<file path="src/mem_macros.svh">
`ifndef MEM_MACROS_SVH
`define MEM_MACROS_SVH

`default_nettype none

// data word width in bits.
`define MEM_WIDTH 16
// word address width for 256 words.
`define MEM_ADDR_BITS 8
// low address bits that pick one of four banks.
`define MEM_BANK_BITS 2
// upper address bits that pick one of 64 rows in a bank.
`define MEM_ROW_BITS 6
// each read port owns one replica of the bank set.
`define MEM_RD_PORTS 2
// read latency of one SRAM bank in cycles.
`define MEM_SRAM_DELAY 2

`default_nettype wire

`endif

</file>
<file path="src/mem_phys_pkg.sv">
`include "mem_macros.svh"
`default_nettype none

package mem_phys_pkg;

  // bank number, taken from the low address bits.
  typedef logic [`MEM_BANK_BITS-1:0] bank_t;

  // row inside a bank, taken from the upper address bits.
  typedef logic [`MEM_ROW_BITS-1:0] row_t;

  // replica index, which equals the number of the read port that owns it.
  typedef logic [$clog2(`MEM_RD_PORTS)-1:0] replica_t;

  // physical location of a word as reported with each read.
  typedef struct packed {
    replica_t replica;
    bank_t    bank;
    row_t     row;
  } padr_t;

endpackage

`default_nettype wire

</file>
<file path="src/mem_data_pkg.sv">
`include "mem_macros.svh"
`default_nettype none

package mem_data_pkg;

  typedef logic [`MEM_WIDTH-1:0] data_t;      // one stored word.
  typedef logic [`MEM_ADDR_BITS-1:0] addr_t;  // logical word address.

  // side information of a read while it waits for the SRAM.
  // when fwd is set the word in data replaces what the bank returns.
  typedef struct packed {
    logic                vld;
    logic                fwd;
    data_t               data;
    mem_phys_pkg::padr_t padr;
  } rd_tag_t;

endpackage

`default_nettype wire

</file>
<file path="src/mem_cmd_stage.sv">
`timescale 1ns/100ps
`include "mem_macros.svh"
`default_nettype none

module mem_cmd_stage (
  input  wire logic                     clk,
  input  wire logic                     reset,
  input  wire logic                     write,
  input  wire mem_data_pkg::addr_t      wr_adr,
  input  wire mem_data_pkg::data_t      din,
  input  wire logic [`MEM_RD_PORTS-1:0] read,
  input  wire mem_data_pkg::addr_t      rd_adr0,
  input  wire mem_data_pkg::addr_t      rd_adr1,
  output logic                          ready,
  output logic                          wr_en,
  output mem_phys_pkg::bank_t           wr_bank,
  output logic                          wr_all_banks,
  output mem_phys_pkg::row_t            wr_row,
  output mem_data_pkg::data_t           wr_data,
  output logic [`MEM_RD_PORTS-1:0]      rd_en,
  output mem_phys_pkg::bank_t           rd_bank0,
  output mem_phys_pkg::bank_t           rd_bank1,
  output mem_phys_pkg::row_t            rd_row0,
  output mem_phys_pkg::row_t            rd_row1,
  output mem_data_pkg::rd_tag_t         tag0,
  output mem_data_pkg::rd_tag_t         tag1
);

  mem_phys_pkg::row_t       sweep_row;  // next row to clear after reset.
  logic [`MEM_RD_PORTS-1:0] fwd_q;      // read hits the write of its own cycle.

  function automatic mem_phys_pkg::bank_t adr_bank(input mem_data_pkg::addr_t adr);
    return adr[`MEM_BANK_BITS-1:0];
  endfunction

  function automatic mem_phys_pkg::row_t adr_row(input mem_data_pkg::addr_t adr);
    return adr[`MEM_ADDR_BITS-1:`MEM_BANK_BITS];
  endfunction

  // while ready is low the stage owns the write port and clears one row per cycle.
  always_ff @(posedge clk) begin
    if (reset) begin
      ready        <= 1'b0;
      sweep_row    <= '0;
      wr_en        <= 1'b0;
      wr_all_banks <= 1'b0;
      rd_en        <= '0;
    end else if (!ready) begin
      wr_en        <= 1'b1;
      wr_all_banks <= 1'b1;  // one row of every bank per cycle.
      rd_en        <= '0;
      sweep_row    <= sweep_row + 1'b1;
      if (sweep_row == '1) begin
        ready <= 1'b1;  // the last row goes out together with ready.
      end
    end else begin
      wr_en        <= write;
      wr_all_banks <= 1'b0;
      rd_en        <= read;
    end
  end

  always_ff @(posedge clk) begin
    wr_bank  <= adr_bank(wr_adr);
    wr_row   <= ready ? adr_row(wr_adr) : sweep_row;
    wr_data  <= ready ? din : '0;
    rd_bank0 <= adr_bank(rd_adr0);
    rd_bank1 <= adr_bank(rd_adr1);
    rd_row0  <= adr_row(rd_adr0);
    rd_row1  <= adr_row(rd_adr1);
    fwd_q[0] <= write && (wr_adr == rd_adr0);
    fwd_q[1] <= write && (wr_adr == rd_adr1);
  end

  // The registered write word doubles as the forwarded data.
  assign tag0 = '{vld: rd_en[0], fwd: fwd_q[0], data: wr_data,
                  padr: '{replica: mem_phys_pkg::replica_t'(0), bank: rd_bank0, row: rd_row0}};
  assign tag1 = '{vld: rd_en[1], fwd: fwd_q[1], data: wr_data,
                  padr: '{replica: mem_phys_pkg::replica_t'(1), bank: rd_bank1, row: rd_row1}};

endmodule

`default_nettype wire

</file>
<file path="config.mk">
export PLATFORM = sky130hd
export DESIGN_NAME = mem_cmd_stage
export DESIGN_NICKNAME = d
export VERILOG_FILES = /design/src/mem_phys_pkg.sv /design/src/mem_data_pkg.sv /design/src/mem_cmd_stage.sv
export VERILOG_INCLUDE_DIRS = /design/src
export SDC_FILE = /design/constraint.sdc
export NUM_CORES = 1
export LEC_CHECK = 0
export ABC_AREA = 1
export BUFFER_PORTS_ARGS = -buffer_cell sky130_fd_sc_hd__clkbuf_2
export CAP_MARGIN = 10
export CORE_UTILIZATION = 35
export CTS_CLUSTER_DIAMETER = 50
export CTS_CLUSTER_SIZE = 28
export DETAILED_ROUTE_END_ITERATION = 8
export HOLD_SLACK_MARGIN = 0.15
export PLACE_DENSITY = 0.69
export SLEW_MARGIN = 20
export SYNTH_ARGS = -nofsm -noshare
export SYNTH_HDL_FRONTEND = slang
export SYNTH_SLANG_ARGS = --single-unit
</file>
<file path="constraint.sdc">
create_clock -name clk -period 1.1 [get_ports clk]
set_input_delay 0.055 -clock clk [delete_from_list [all_inputs] [get_ports clk]]
set_output_delay 0.055 -clock clk [all_outputs]
set_load 0.02 [all_outputs]
</file>
==> reports/metrics.csv <==
metric,value,unit
num ports,144,
required time at the endpoint of the critical path,1.29,ns
total number of H-tree levels,2,
CP max stage cell,dfxtp_2,
starting density of the core,36.3,%
leakage power of the design,1.80,nW
P_sw,894,µW
overall die area,6420,µm²
Port Buffers,141,
global-route usage over all layers,16.4,%
worst setup path class,flip-flop to flip-flop,
Mapped Cells,264,
post-synthesis sequential area ratio,49.7,%
Die Height,80.1,µm
top layer reached by signal wires,met4,
worst-case clock buffer depth,2,
Net Sw Frac,24.6,%
overflow left after global routing,0,
Synth Warn #,0,
fmax,0.929,GHz
endpoints failing hold,0,
average routed wire per standard cell,11.2,µm
worst-case register-to-register setup slack,0.02,ns
vias in the first global route,1709,
number of cells on the worst reg-to-reg path,4,
Clock Pin Slew Worst Setup and Hold Paths,0.09,ns
Syn Nets,310,
Area Growth Syn to Fin,44.9,%
TritonCTS clock tree,built,
Worst Hold Slack,0.419,ns
placed instance count,427,
number of clock sinks seen by CTS,53,
Detail Route met3 WL,363,µm
endpoint class of the critical path,flip-flop,
Setup Total Neg Slack,0,ns
DRC violation count after routing,0,
internal power,2.74,mW
number of synthesized register bits,53,
first-pass GRT wire length,7850,µm
most used cells in the layout excluding fill and tap cells,"clkbuf_2, nand2_1, dfxtp_1",
setup-violating endpoint count in the final report,0,
routed via count,1959,
hpwl dp,3760,µm
Post-Route M1 WL,1960,µm
length of routed met2 wiring,2970,µm
initial antenna violation count,0,
clock root buffer,clkbuf_8,
maximum number of pins on one net before global-route repair,15,
total power density per cell area,1170,nW/µm²
fraction of final layout cells with drive strength greater than 1,40.0,%
delay of the slowest cell on the worst path,0.37,ns
Final nets,451,
final cell count without fillers,480,
maxcap violations,0,
FF-to-FF Start,sweep_row[0]$_SDFFE_PP0N_,
Max Transition Viols Final,0,
unique cell type count in the Yosys netlist,17,
setup clock skew after layout,0.00651,ns
cell area after synthesis,2130,µm²
post-route clock period utilization,97.9,%
worst path cell trace,ha_2 -> nand2_2 -> o21ai_0 -> nor2_1,
maximum resistive drop on vdd,567,µV
PnR Total Power,3.63,mW
beginning of the worst hold path,rd_adr0[1],
worst skew pair latency,0.30,ns
core area,5890,µm²
Flop pwr share,55.4,%
most common library cell in the layout ignoring fill and taps,clkbuf_2,
startpoint class of the critical path,flip-flop,
DR pass1 iterations,5,
placer's final routability congestion estimate,0.752,
Gate power share,14.9,%
routed via count divided by cell count,4.08,
path class of the lowest-slack min-delay path,primary input to flip-flop,
Hold Path End,rd_bank0[1]$_DFF_P_,
final core utilization,52.6,%
DRT antenna net count,0,
row count,28,
width of the die,80.1,µm
wire length after detailed routing,5380,µm
cell depth of the worst min-delay path,2,
number of buffers created by CTS,5,
DR iter-0 viols,42,
result of the run,completed,
worst endpoint data arrival time,1.26,ns
"Min Clock Period, post-route",1.08,ns
endpoint of the lowest-slack register-to-register path,sweep_row[2]$_SDFFE_PP0N_,
number of antenna diodes,0,
crit path max fanout,4,
share of power burned in the clock network,29.7,%
post-synthesis area per instance,8.09,µm²
-- per-layer routing --
metal,track usage [%],vias up
met5,0,-
met4,5.00,0
met3,4.20,6
met2,32.4,88
met1,16.7,860
li1,-,1005
-- critical path: cells and delay by family, from the launching register on --
family	cells	cell delay [ns]
adders and majority gates	1	0.19
DFF	1	0.37
and+or+nand+nor	2	0.15
AOI/OAI and AO/OA	1	0.26
-- state kept, by name, summed over array words and instances, names as in the netlist, 6 cells and up --
| register | flops |
|---|---|
| rd_row1 | 6 |
| rd_row0 | 6 |
| sweep_row | 6 |
| wr_data | 16 |
| wr_row | 6 |
-- synth_stat cells --
library cell | count | area (µm²)
xnor2_1 | 3 | 26.3
inv_2 | 1 | 3.75
conb_1 | 2 | 7.51
inv_1 | 40 | 150
nand3b_1 | 1 | 7.51
nand3_2 | 2 | 20.0
nand3_1 | 4 | 20.0
buf_6 | 1 | 11.3
a21oi_1 | 7 | 35.0
nor2_1 | 23 | 86.3
nor2_2 | 2 | 12.5
o21ai_0 | 8 | 40.0
buf_4 | 54 | 405
dfxtp_1 | 53 | 1060
nand2_2 | 1 | 6.26
ha_1 | 1 | 12.5
nand2_1 | 61 | 229
-- through the flow --
step | setup slack [ns] | instance area (µm²)
floorplan | 0.155 | 2130
global placement | 0.136 | 2530
detailed placement | 0.0744 | 2530
CTS | 0.0541 | 3080
global route | -0.0368 | 3090
finish | 0.0234 | 3090
-- repair_timing --
action,CTS,global route
gates cloned,0,0
hold buffers,44,0
gates resized for setup,1,6
setup buffers,2,0
setup endpoints to repair,1,3
hold endpoints to repair,49,0
-- power by group through the flow --
stage               clock network, mW  logic [mW]  registers, mW
finish                           1.08       0.541           2.01
global route                     1.20       0.590           2.02
CTS                              1.14       0.538           2.01
detailed placement                  0       0.412           2.05
global placement                    0       0.409           2.05
floorplan                           0       0.194           2.11
-- worst max-delay path by stage --
stage                               from  depth (start not counted)                        end  slack [ns]
5_1_grt        sweep_row[0]$_SDFFE_PP0N_                          4  sweep_row[2]$_SDFFE_PP0N_       -0.04
3_3_place_gp   sweep_row[0]$_SDFFE_PP0N_                          5           ready$_SDFF_PP0_        0.14
6_report       sweep_row[0]$_SDFFE_PP0N_                          4  sweep_row[2]$_SDFFE_PP0N_        0.02
3_5_place_dp   sweep_row[0]$_SDFFE_PP0N_                          5           ready$_SDFF_PP0_        0.07
2_1_floorplan           ready$_SDFF_PP0_                          3           wr_en$_SDFF_PP0_        0.15
4_1_cts        sweep_row[0]$_SDFFE_PP0N_                          5           ready$_SDFF_PP0_        0.05
-- area by class of cell --
cell class / instances / area (µm²)
fillers: 538 / 2790
repair buffers: 189 / 1180
flip-flops and latches: 53 / 1060
multi-input cells: 115 / 514
inverters: 41 / 154
well taps: 75 / 93.8
clock buffers: 7 / 86.3
-- kinds of logic after synthesis --
kind of cell / count (synthesis) / synth area share (%)
AOI/OAI and AO/OA: 15 / 3.52
xor gates and xnor gates: 3 / 1.23
buffers and inverters: 96 / 26.7
other: 2 / 0.352
and+or+nand+nor: 94 / 17.9
adders and majority gates: 1 / 0.586
DFF: 53 / 49.7
(Power assumes the default switching activity.)
