==> config.mk <==
export PLATFORM = sky130hd
export DESIGN_NAME = mem_rd_out_stage
export DESIGN_NICKNAME = d
export VERILOG_FILES = /design/src/mem_phys_pkg.sv /design/src/mem_data_pkg.sv /design/src/mem_rd_out_stage.sv
export VERILOG_INCLUDE_DIRS = /design/src
export SDC_FILE = /design/constraint.sdc
export NUM_CORES = 1
export LEC_CHECK = 0
export BUFFER_PORTS_ARGS = -buffer_cell sky130_fd_sc_hd__buf_2
export CAP_MARGIN = 15
export CORE_ASPECT_RATIO = 1.1
export CORE_MARGIN = 2
export CORE_UTILIZATION = 36
export CTS_BUF_LIST = sky130_fd_sc_hd__clkbuf_4 sky130_fd_sc_hd__clkbuf_8 sky130_fd_sc_hd__clkbuf_16
export CTS_CLUSTER_DIAMETER = 30
export DETAILED_ROUTE_END_ITERATION = 6
export GPL_TIMING_DRIVEN = 0
export PLACE_DENSITY_LB_ADDON = 0.2
export SYNTH_ARGS = -nofsm -noshare
export SYNTH_HDL_FRONTEND = slang
export SYNTH_SLANG_ARGS = --single-unit
==> constraint.sdc <==
create_clock -name clk -period 1 [get_ports clk]
set_input_delay 0.1 -clock clk [delete_from_list [all_inputs] [get_ports clk]]
set_output_delay 0.1 -clock clk [all_outputs]
set_load 0.02 [all_outputs]
==> src/mem_macros.svh <==
`ifndef MEM_MACROS_SVH
`define MEM_MACROS_SVH

`default_nettype none

// data word width in bits.
`define MEM_WIDTH 16
// word address width for 256 words.
`define MEM_ADDR_BITS 8
// low address bits that pick one of four banks.
`define MEM_BANK_BITS 2
// upper address bits that pick one of 64 rows in a bank.
`define MEM_ROW_BITS 6
// each read port owns one replica of the bank set.
`define MEM_RD_PORTS 2
// read latency of one SRAM bank in cycles.
`define MEM_SRAM_DELAY 2

`default_nettype wire

`endif

==> src/mem_phys_pkg.sv <==
`include "mem_macros.svh"
`default_nettype none

package mem_phys_pkg;

  // bank number, taken from the low address bits.
  typedef logic [`MEM_BANK_BITS-1:0] bank_t;

  // row inside a bank, taken from the upper address bits.
  typedef logic [`MEM_ROW_BITS-1:0] row_t;

  // replica index, which equals the number of the read port that owns it.
  typedef logic [$clog2(`MEM_RD_PORTS)-1:0] replica_t;

  // physical location of a word as reported with each read.
  typedef struct packed {
    replica_t replica;
    bank_t    bank;
    row_t     row;
  } padr_t;

endpackage

`default_nettype wire

==> src/mem_data_pkg.sv <==
`include "mem_macros.svh"
`default_nettype none

package mem_data_pkg;

  typedef logic [`MEM_WIDTH-1:0] data_t;      // one stored word.
  typedef logic [`MEM_ADDR_BITS-1:0] addr_t;  // logical word address.

  // side information of a read while it waits for the SRAM.
  // when fwd is set the word in data replaces what the bank returns.
  typedef struct packed {
    logic                vld;
    logic                fwd;
    data_t               data;
    mem_phys_pkg::padr_t padr;
  } rd_tag_t;

endpackage

`default_nettype wire

==> src/mem_rd_out_stage.sv <==
`timescale 1ns/100ps
`include "mem_macros.svh"
`default_nettype none

module mem_rd_out_stage (
  input  wire logic                   clk,
  input  wire logic                   reset,
  input  wire mem_data_pkg::rd_tag_t  tag0,
  input  wire mem_data_pkg::rd_tag_t  tag1,
  input  wire mem_data_pkg::data_t    rd_data0,
  input  wire mem_data_pkg::data_t    rd_data1,
  output logic [`MEM_RD_PORTS-1:0]    rd_vld,
  output mem_data_pkg::data_t         rd_dout0,
  output mem_data_pkg::data_t         rd_dout1,
  output mem_phys_pkg::padr_t         rd_padr0,
  output mem_phys_pkg::padr_t         rd_padr1
);

  // a forwarded word is newer than anything the bank can return.
  function automatic mem_data_pkg::data_t pick_data(input mem_data_pkg::rd_tag_t tag,
                                                    input mem_data_pkg::data_t   bank_data);
    return tag.fwd ? tag.data : bank_data;
  endfunction

  always_ff @(posedge clk) begin
    if (reset) begin
      rd_vld <= '0;
    end else begin
      rd_vld <= {tag1.vld, tag0.vld};
    end
  end

  always_ff @(posedge clk) begin
    rd_dout0 <= pick_data(tag0, rd_data0);
    rd_dout1 <= pick_data(tag1, rd_data1);
    rd_padr0 <= tag0.padr;
    rd_padr1 <= tag1.padr;
  end

endmodule

`default_nettype wire

==> summary.md, run 1 <==
| Metric | Value |
|---|---|
| Worst path depth | `1` |
| Clock Sinks | `52` |
| Critical path class | `flop to output pin` |
| Fin Setup TNS | `0 ns` |
| Max Buffers Root-to-Sink | `2` |
| Part of the cycle the worst path needs | `0.903` |
| Number of top-level pins | `140` |
| Die Y | `72.9 microns` |
| Core footprint | `4220 sq um` |
| RSZ-0062 raised after global routing | `false` |
| Worst hold stages | `2` |
| Leading cell type in the layout, fill and taps excluded | `buf_2` |
| Yosys reg bits | `52` |
| Fin area | `2620 sq um` |
| Clk pwr share | `0.279` |
| Status | `finished, final reports clean` |
| CP startpoint kind | `flop` |
| Multi-input gate area | `448 sq um` |
| Syn Area/Cell | `17.2 sq um` |
| Port buffer count | `137` |
| Post-CTS Setup Inserts | `0` |
| Routed via count | `1269` |
| GP Congestion | `0.660` |
| Synth-to-Final Area Change | `68.5%` |
| FF+latch area | `1040 sq um` |
| Fin. max-slew vios | `0` |
| Drt drc | `0` |
| Synthesis Warnings | `0` |
| Post-Route WL | `3590 microns` |
| Crit path largest cell delay | `0.34 ns` |
| Crit-path leading delay family | `flip-flops` |
| GRT overflow | `0` |
| PwrDens | `1590 nW/um^2` |
| Critical Path Fanout Max | `1` |
| Core Rows | `25` |
| 1st-pass router iterations | `4` |
| CTS buffer count | `5` |
| Layout net count | `344` |
| Hold wc startpoint | `rd_data1[6]` |
| WP data required | `0.90 ns` |
| Worst Hold Class | `primary input to flop` |
| LEAKAGE | `1.36 nW` |
| Combinational share of power | `0.183` |
| Seq/Total Area, Yosys | `0.671` |
| Final hold violation count | `0` |
| Antenna diodes | `0` |
| F_max | `1110 MHz` |
| Share of layout cells above drive strength 1 | `0.704` |
| Placed cell areas | `2300 sq um` |
| Mapped Area | `1550 sq um` |
| Antenna-violating nets left | `0` |
| Flop pwr share | `0.538` |
| Worst-path clk slew | `0.09 ns` |
| Detailed Route Iter0 Violations | `19` |
| Final hold slack | `0.0184 ns` |
| Crit. End Element | `output pin` |
| CTS tree | `built` |
| H-tree depth | `2` |
| Die Area | `4850 sq um` |
| Mapped Cells | `90` |
| Minimum clock period | `0.903 ns` |
| VDD IR max | `1.08 mV` |
| Initial Utilization | `0.367` |
| Relative slew slack | `0.916` |
| Antenna violations before repair | `0` |
| Core Util, Final | `0.619` |
| Count of different cell masters after synthesis | `6` |
| Psw | `1.04 mW` |
| Largest net degree at the start of global routing | `18` |
| Worst path bufs/invs | `1` |
| Slew @ Worst Pin | `0.126 ns` |
| Cell Int Power | `3.13 mW` |
| Clock root buffer | `clkbuf_8` |
| Vias in the first global route | `1284` |
| GR Util All Layers | `0.147` |
| Via density | `4.08` |
| # setup viols final | `0` |
| Fill cell total of the finished layout | `350` |
| Worst setup startpoint | `rd_padr1[4]` |
| Most frequent cells in the layout | `buf_2, dfxtp_1, dlygate4sd3_1, mux2_4, mux2_2` |
| Mapped Nets | `178` |
| Detailed-route wire length per cell | `11.5 microns` |
| Dpl hpwl | `2670 microns` |
| First-pass GRT wire length | `5260 microns` |
| CP max-delay cell | `dfxtp_1` |
| Critical path, cell by cell | `buf_2` |
| Sw frac | `0.249` |
| WP data arrival | `0.80 ns` |
| Die X | `66.6 microns` |
| Max_cap viols | `0` |
## sequential cells by signal, indices dropped and copies added (netlist names)
register and flops:
rd_dout0 16, rd_padr1 9, rd_dout1 16, rd_padr0 9
rd_vld 2
## logic make-up after synthesis
kind of cell | synth area share
AND/OR/NAND/NOR | 0.00806
buffers and inverters | 0.0403
multiplexers | 0.281
flip-flops | 0.671
## synth_stat cells
library cell	number	share of area
nor2b_1	2	0.0081
buf_6	2	0.015
buf_12	2	0.026
mux2_4	20	0.19
mux2_2	12	0.087
dfxtp_1	52	0.67
## final timing paths
| check | end |
|---|---|
| hold / removal | rd_dout1[6] |
| setup / recovery | rd_padr1[4] |
## per-stage QoR
| step | total power [mW] | worst slack [ns] | instances |
|---|---|---|---|
| 6_report | 4.17 | 0.0966 | 311 |
| 5_1_grt | 4.40 | 0.0493 | 311 |
| 4_1_cts | 4.23 | 0.0990 | 310 |
| 3_5_place_dp | 3.00 | 0.203 | 281 |
| 3_3_place_gp | 2.98 | 0.206 | 281 |
| 2_1_floorplan | 2.68 | 0.243 | 90 |
## power by group through the flow
stage	logic [mW]	registers, mW	clock network (mW)
6_report	0.765	2.24	1.16
4_1_cts	0.769	2.24	1.22
3_5_place_dp	0.704	2.29	0
5_1_grt	0.817	2.26	1.32
3_3_place_gp	0.695	2.29	0
2_1_floorplan	0.194	2.49	0
## area by class of cell
class                           count  share of cell area
Multi-Input combinational cell     34               0.171
Clock buffer                        5              0.0263
Buffer                              4              0.0239
Tap cell                           54              0.0258
Clock inverter                      3             0.00813
Timing Repair Buffer              159               0.346
Sequential cell                    52               0.398
## repair_timing
item                                   in CTS  in global routing
endpoints found under the hold margin      20                  1
resized for setup                           0                  0
hold buffers                               21                  1
## metal layers
| layer | vias up | global-route usage | wire length [microns] |
|---|---|---|---|
| met5 | - | 0 | 0 |
| met4 | 0 | 0.0884 | 90 |
| met3 | 9 | 0.0571 | 357 |
| met2 | 68 | 0.283 | 2060 |
| met1 | 563 | 0.123 | 1080 |
| li1 | 629 | - | - |
Power figures use the tool's default switching activity.
==> inputs of run 2 (changes only) <==
BUFFER_PORTS_ARGS = default   (was -buffer_cell sky130_fd_sc_hd__buf_2)
CORE_MARGIN = default   (was 2)
CORE_UTILIZATION = 55   (was 36)
DONT_BUFFER_PORTS = 1   (was default)
==> run 2 against run 1 <==
The flow now stops in clock tree synthesis (4_1_cts). Synthesized area did not move. Synthesized cell count is the same.
==> summary.md, run 2 <==
| Metric | Value |
|---|---|
| Inst Count DP | `121 (was 281)` |
| Seq/Total Area, Yosys | `0.671 (unchanged)` |
| Post-CTS sizing | `0 (unchanged)` |
| Initial Utilization | `0.599 (was 0.367)` |
| H-tree depth | `2 (unchanged)` |
| Post-synth top cells | `dfxtp_1, mux2_4, mux2_2 (unchanged)` |
| Max Buffers Root-to-Sink | `2 (unchanged)` |
| Post-synth top area share | `0.671 (unchanged)` |
| Post-synth EDFFs | `0 (unchanged)` |
| Status | `aborted with a tool error (was finished, final reports clean)` |
| Failed at | `clock tree synthesis (4_1_cts)` |
| Count of different cell masters after synthesis | `6 (unchanged)` |
| Die Y | `57.7 microns (was 72.9 microns)` |
| Clock Sinks | `52 (unchanged)` |
| GP Congestion | `0.667 (was 0.660)` |
| Mapped Cells | `90 (unchanged)` |
| Yosys reg bits | `52 (unchanged)` |
| Syn Area/Cell | `17.2 sq um (unchanged)` |
| Count leader, synth | `dfxtp_1 (unchanged)` |
| Mapped Nets | `178 (unchanged)` |
| Synthesis Warnings | `0 (unchanged)` |
| Die X | `52.6 microns (was 66.6 microns)` |
| Mapped Area | `1550 sq um (unchanged)` |
| CTS buffer count | `5 (unchanged)` |
| Post-CTS Setup Inserts | `0 (unchanged)` |
| Clock root buffer | `clkbuf_4 (was clkbuf_8)` |
| Synth Flop Type | `dfxtp_1 (unchanged)` |
| Port buffer count | `0 (was 137)` |
| Number of top-level pins | `140 (unchanged)` |
| Dpl hpwl | `1940 microns (was 2670 microns)` |
| Asr flop ratio synth | `0 (unchanged)` |
| Core Rows | `19 (was 25)` |
| Top cells by area, synth | `dfxtp_1, mux2_4, mux2_2 (unchanged)` |
| Area leader, netlist | `dfxtp_1 (unchanged)` |
| Err | `[ERROR DPL-0033] detailed placement checks failed during check placement.` |
| Cts hold-fix bufs | `85 (was 21)` |
run 2: cell counts after synthesis:
Identical to the previous run, type by type.
run 2: kinds of logic after synthesis:
logic type | Yosys count | share of synthesized area
flops | 52 | 0.671
simple gates | 2 | 0.00806
buf+inv | 4 | 0.0403
mux | 32 | 0.281
run 2: metrics by stage:
step | worst slack, ns | cell area (sq um)
3_5_place_dp | 0.203 | 1590
3_3_place_gp | 0.224 | 1590
2_1_floorplan | 0.243 | 1550
==> inputs of run 3 (changes only) <==
CORE_ASPECT_RATIO = default   (was 1.1)
CORE_UTILIZATION = 40   (was 55)
CTS_BUF_LIST = default   (was sky130_fd_sc_hd__clkbuf_4 sky130_fd_sc_hd__clkbuf_8 sky130_fd_sc_hd__clkbuf_16)
CTS_CLUSTER_DIAMETER = default   (was 30)
PLACE_DENSITY_LB_ADDON = 0.15   (was 0.2)
==> run 3 against run 2 <==
The run now ends clean.
==> summary.md, run 3 (synthesis gave the netlist of run 1 again) <==
| Metric | Value |
|---|---|
| Status | `finished, final reports clean (was aborted with a tool error)` |
| Max Buffers Root-to-Sink | `2 (unchanged)` |
| Worst-path clk slew | `0.09 ns` |
| Post-Route WL | `3860 microns` |
| WP data required | `0.90 ns` |
| Cts hold-fix bufs | `85 (unchanged)` |
| CTS tree | `built` |
| Part of the cycle the worst path needs | `0.864` |
| Critical Path Fanout Max | `1` |
| Final Non-Filler Cells | `231` |
| Fin. max-slew vios | `0` |
| Most frequent cells in the layout | `dlygate4sd3_1, dfxtp_1, mux2_4, mux2_2, clkbuf_8` |
| Clock Sinks | `52 (unchanged)` |
| H-tree depth | `2 (unchanged)` |
| Max_cap viols | `0` |
| VDD IR max | `0.837 mV` |
| Layout net count | `270` |
| Final hold violation count | `0` |
| Number of top-level pins | `140 (unchanged)` |
| Worst Hold Class | `primary input to flop` |
| CP startpoint kind | `flop` |
| Share of layout cells above drive strength 1 | `0.240` |
| Antenna diodes | `0` |
| CTS buffer count | `5 (unchanged)` |
| Leading cell type in the layout, fill and taps excluded | `dlygate4sd3_1` |
| Fill cell total of the finished layout | `260` |
| Inst Count DP | `138 (was 121)` |
| First-pass GRT wire length | `5660 microns` |
| Die Y | `64.3 microns (was 57.7 microns)` |
| Core footprint | `3690 sq um` |
| GP Congestion | `0.666 (was 0.667)` |
| Post-CTS sizing | `0 (unchanged)` |
| F_max | `1160 MHz` |
| Largest net degree at the start of global routing | `16` |
| Fin Setup TNS | `0 ns` |
| PwrDens | `1720 nW/um^2` |
| WP data arrival | `0.76 ns` |
| Die Area | `4130 sq um` |
| Detailed Route Iter0 Violations | `33` |
| Top flop regs | `rd_dout0 (16), rd_dout1 (16)` |
| Core Rows | `22 (was 19)` |
| Port buffer count | `0 (unchanged)` |
| Initial Utilization | `0.421 (was 0.599)` |
| Synth-to-Final Area Change | `66.9%` |
| Relative slew slack | `0.834` |
| Post-CTS Setup Inserts | `0 (unchanged)` |
| # setup viols final | `0` |
| RSZ-0062 raised after global routing | `false` |
| LEAKAGE | `1.10 nW` |
| GRT overflow | `0` |
| Antenna-violating nets left | `0` |
| Die X | `64.3 microns (was 52.6 microns)` |
| Critical path class | `flop to output pin` |
| Fin area | `2590 sq um` |
| Placed cell areas | `1610 sq um (was 1590 sq um)` |
| Via density | `4.64` |
| Slew @ Worst Pin | `0.248 ns` |
| Routed via count | `1072` |
| Clock root buffer | `clkbuf_8 (was clkbuf_4)` |
| Detailed-route wire length per cell | `16.7 microns` |
| GR Util All Layers | `0.189` |
| Vias in the first global route | `1205` |
| Dpl hpwl | `2140 microns (was 1940 microns)` |
| Minimum clock period | `0.864 ns` |
| Antenna violations before repair | `0` |
| Drt drc | `0` |
| Crit. End Element | `output pin` |
| 1st-pass router iterations | `4` |
==> run 3: path summary, 6_finish.rpt <==
| path | end | cells after the start | slack, ns | from |
|---|---|---|---|---|
| worst max-delay path | rd_padr1[1] | 0 | 0.14 | rd_padr1[1] |
| worst min-delay path | rd_dout1[0] | 2 | 0.08 | tag1[25] |
==> run 3: layout make-up <==
class / instances / area, sq um / share of cell area
plain buffers: 4 / 62.6 / 0.0242
well taps: 48 / 60.1 / 0.0232
flip-flops and latches: 52 / 1040 / 0.402
repair buffers: 85 / 851 / 0.329
clock inverters: 1 / 30.0 / 0.0116
multi-input cells: 34 / 448 / 0.173
clock buffers: 7 / 96.3 / 0.0372
==> run 3: metal layers <==
metal	vias up	GRT usage	part of all wire
li1	482	-	-
met1	493	0.158	0.32
met2	89	0.376	0.56
met3	8	0.0714	0.11
met4	0	0.0917	0.019
met5	-	0	0
==> run 3: through the flow <==
stage	worst slack (ns)	total power, mW	hold slack, ns	utilization
2_1_floorplan	0.243	2.68	0.128	-
6_report	0.136	4.46	0.0842	0.702
4_1_cts	0.121	4.49	0.0794	0.702
3_3_place_gp	0.220	2.72	0.128	0.437
5_1_grt	0.118	4.62	0.0850	0.702
3_5_place_dp	0.211	2.73	0.128	0.437
==> run 3: power by group <==
| part | internal [mW] | switching (mW) | total, mW |
|---|---|---|---|
| Combinational | 0.374 | 0.113 | 0.487 |
| Clock | 0.882 | 0.627 | 1.51 |
| Sequential | 2.22 | 0.246 | 2.46 |
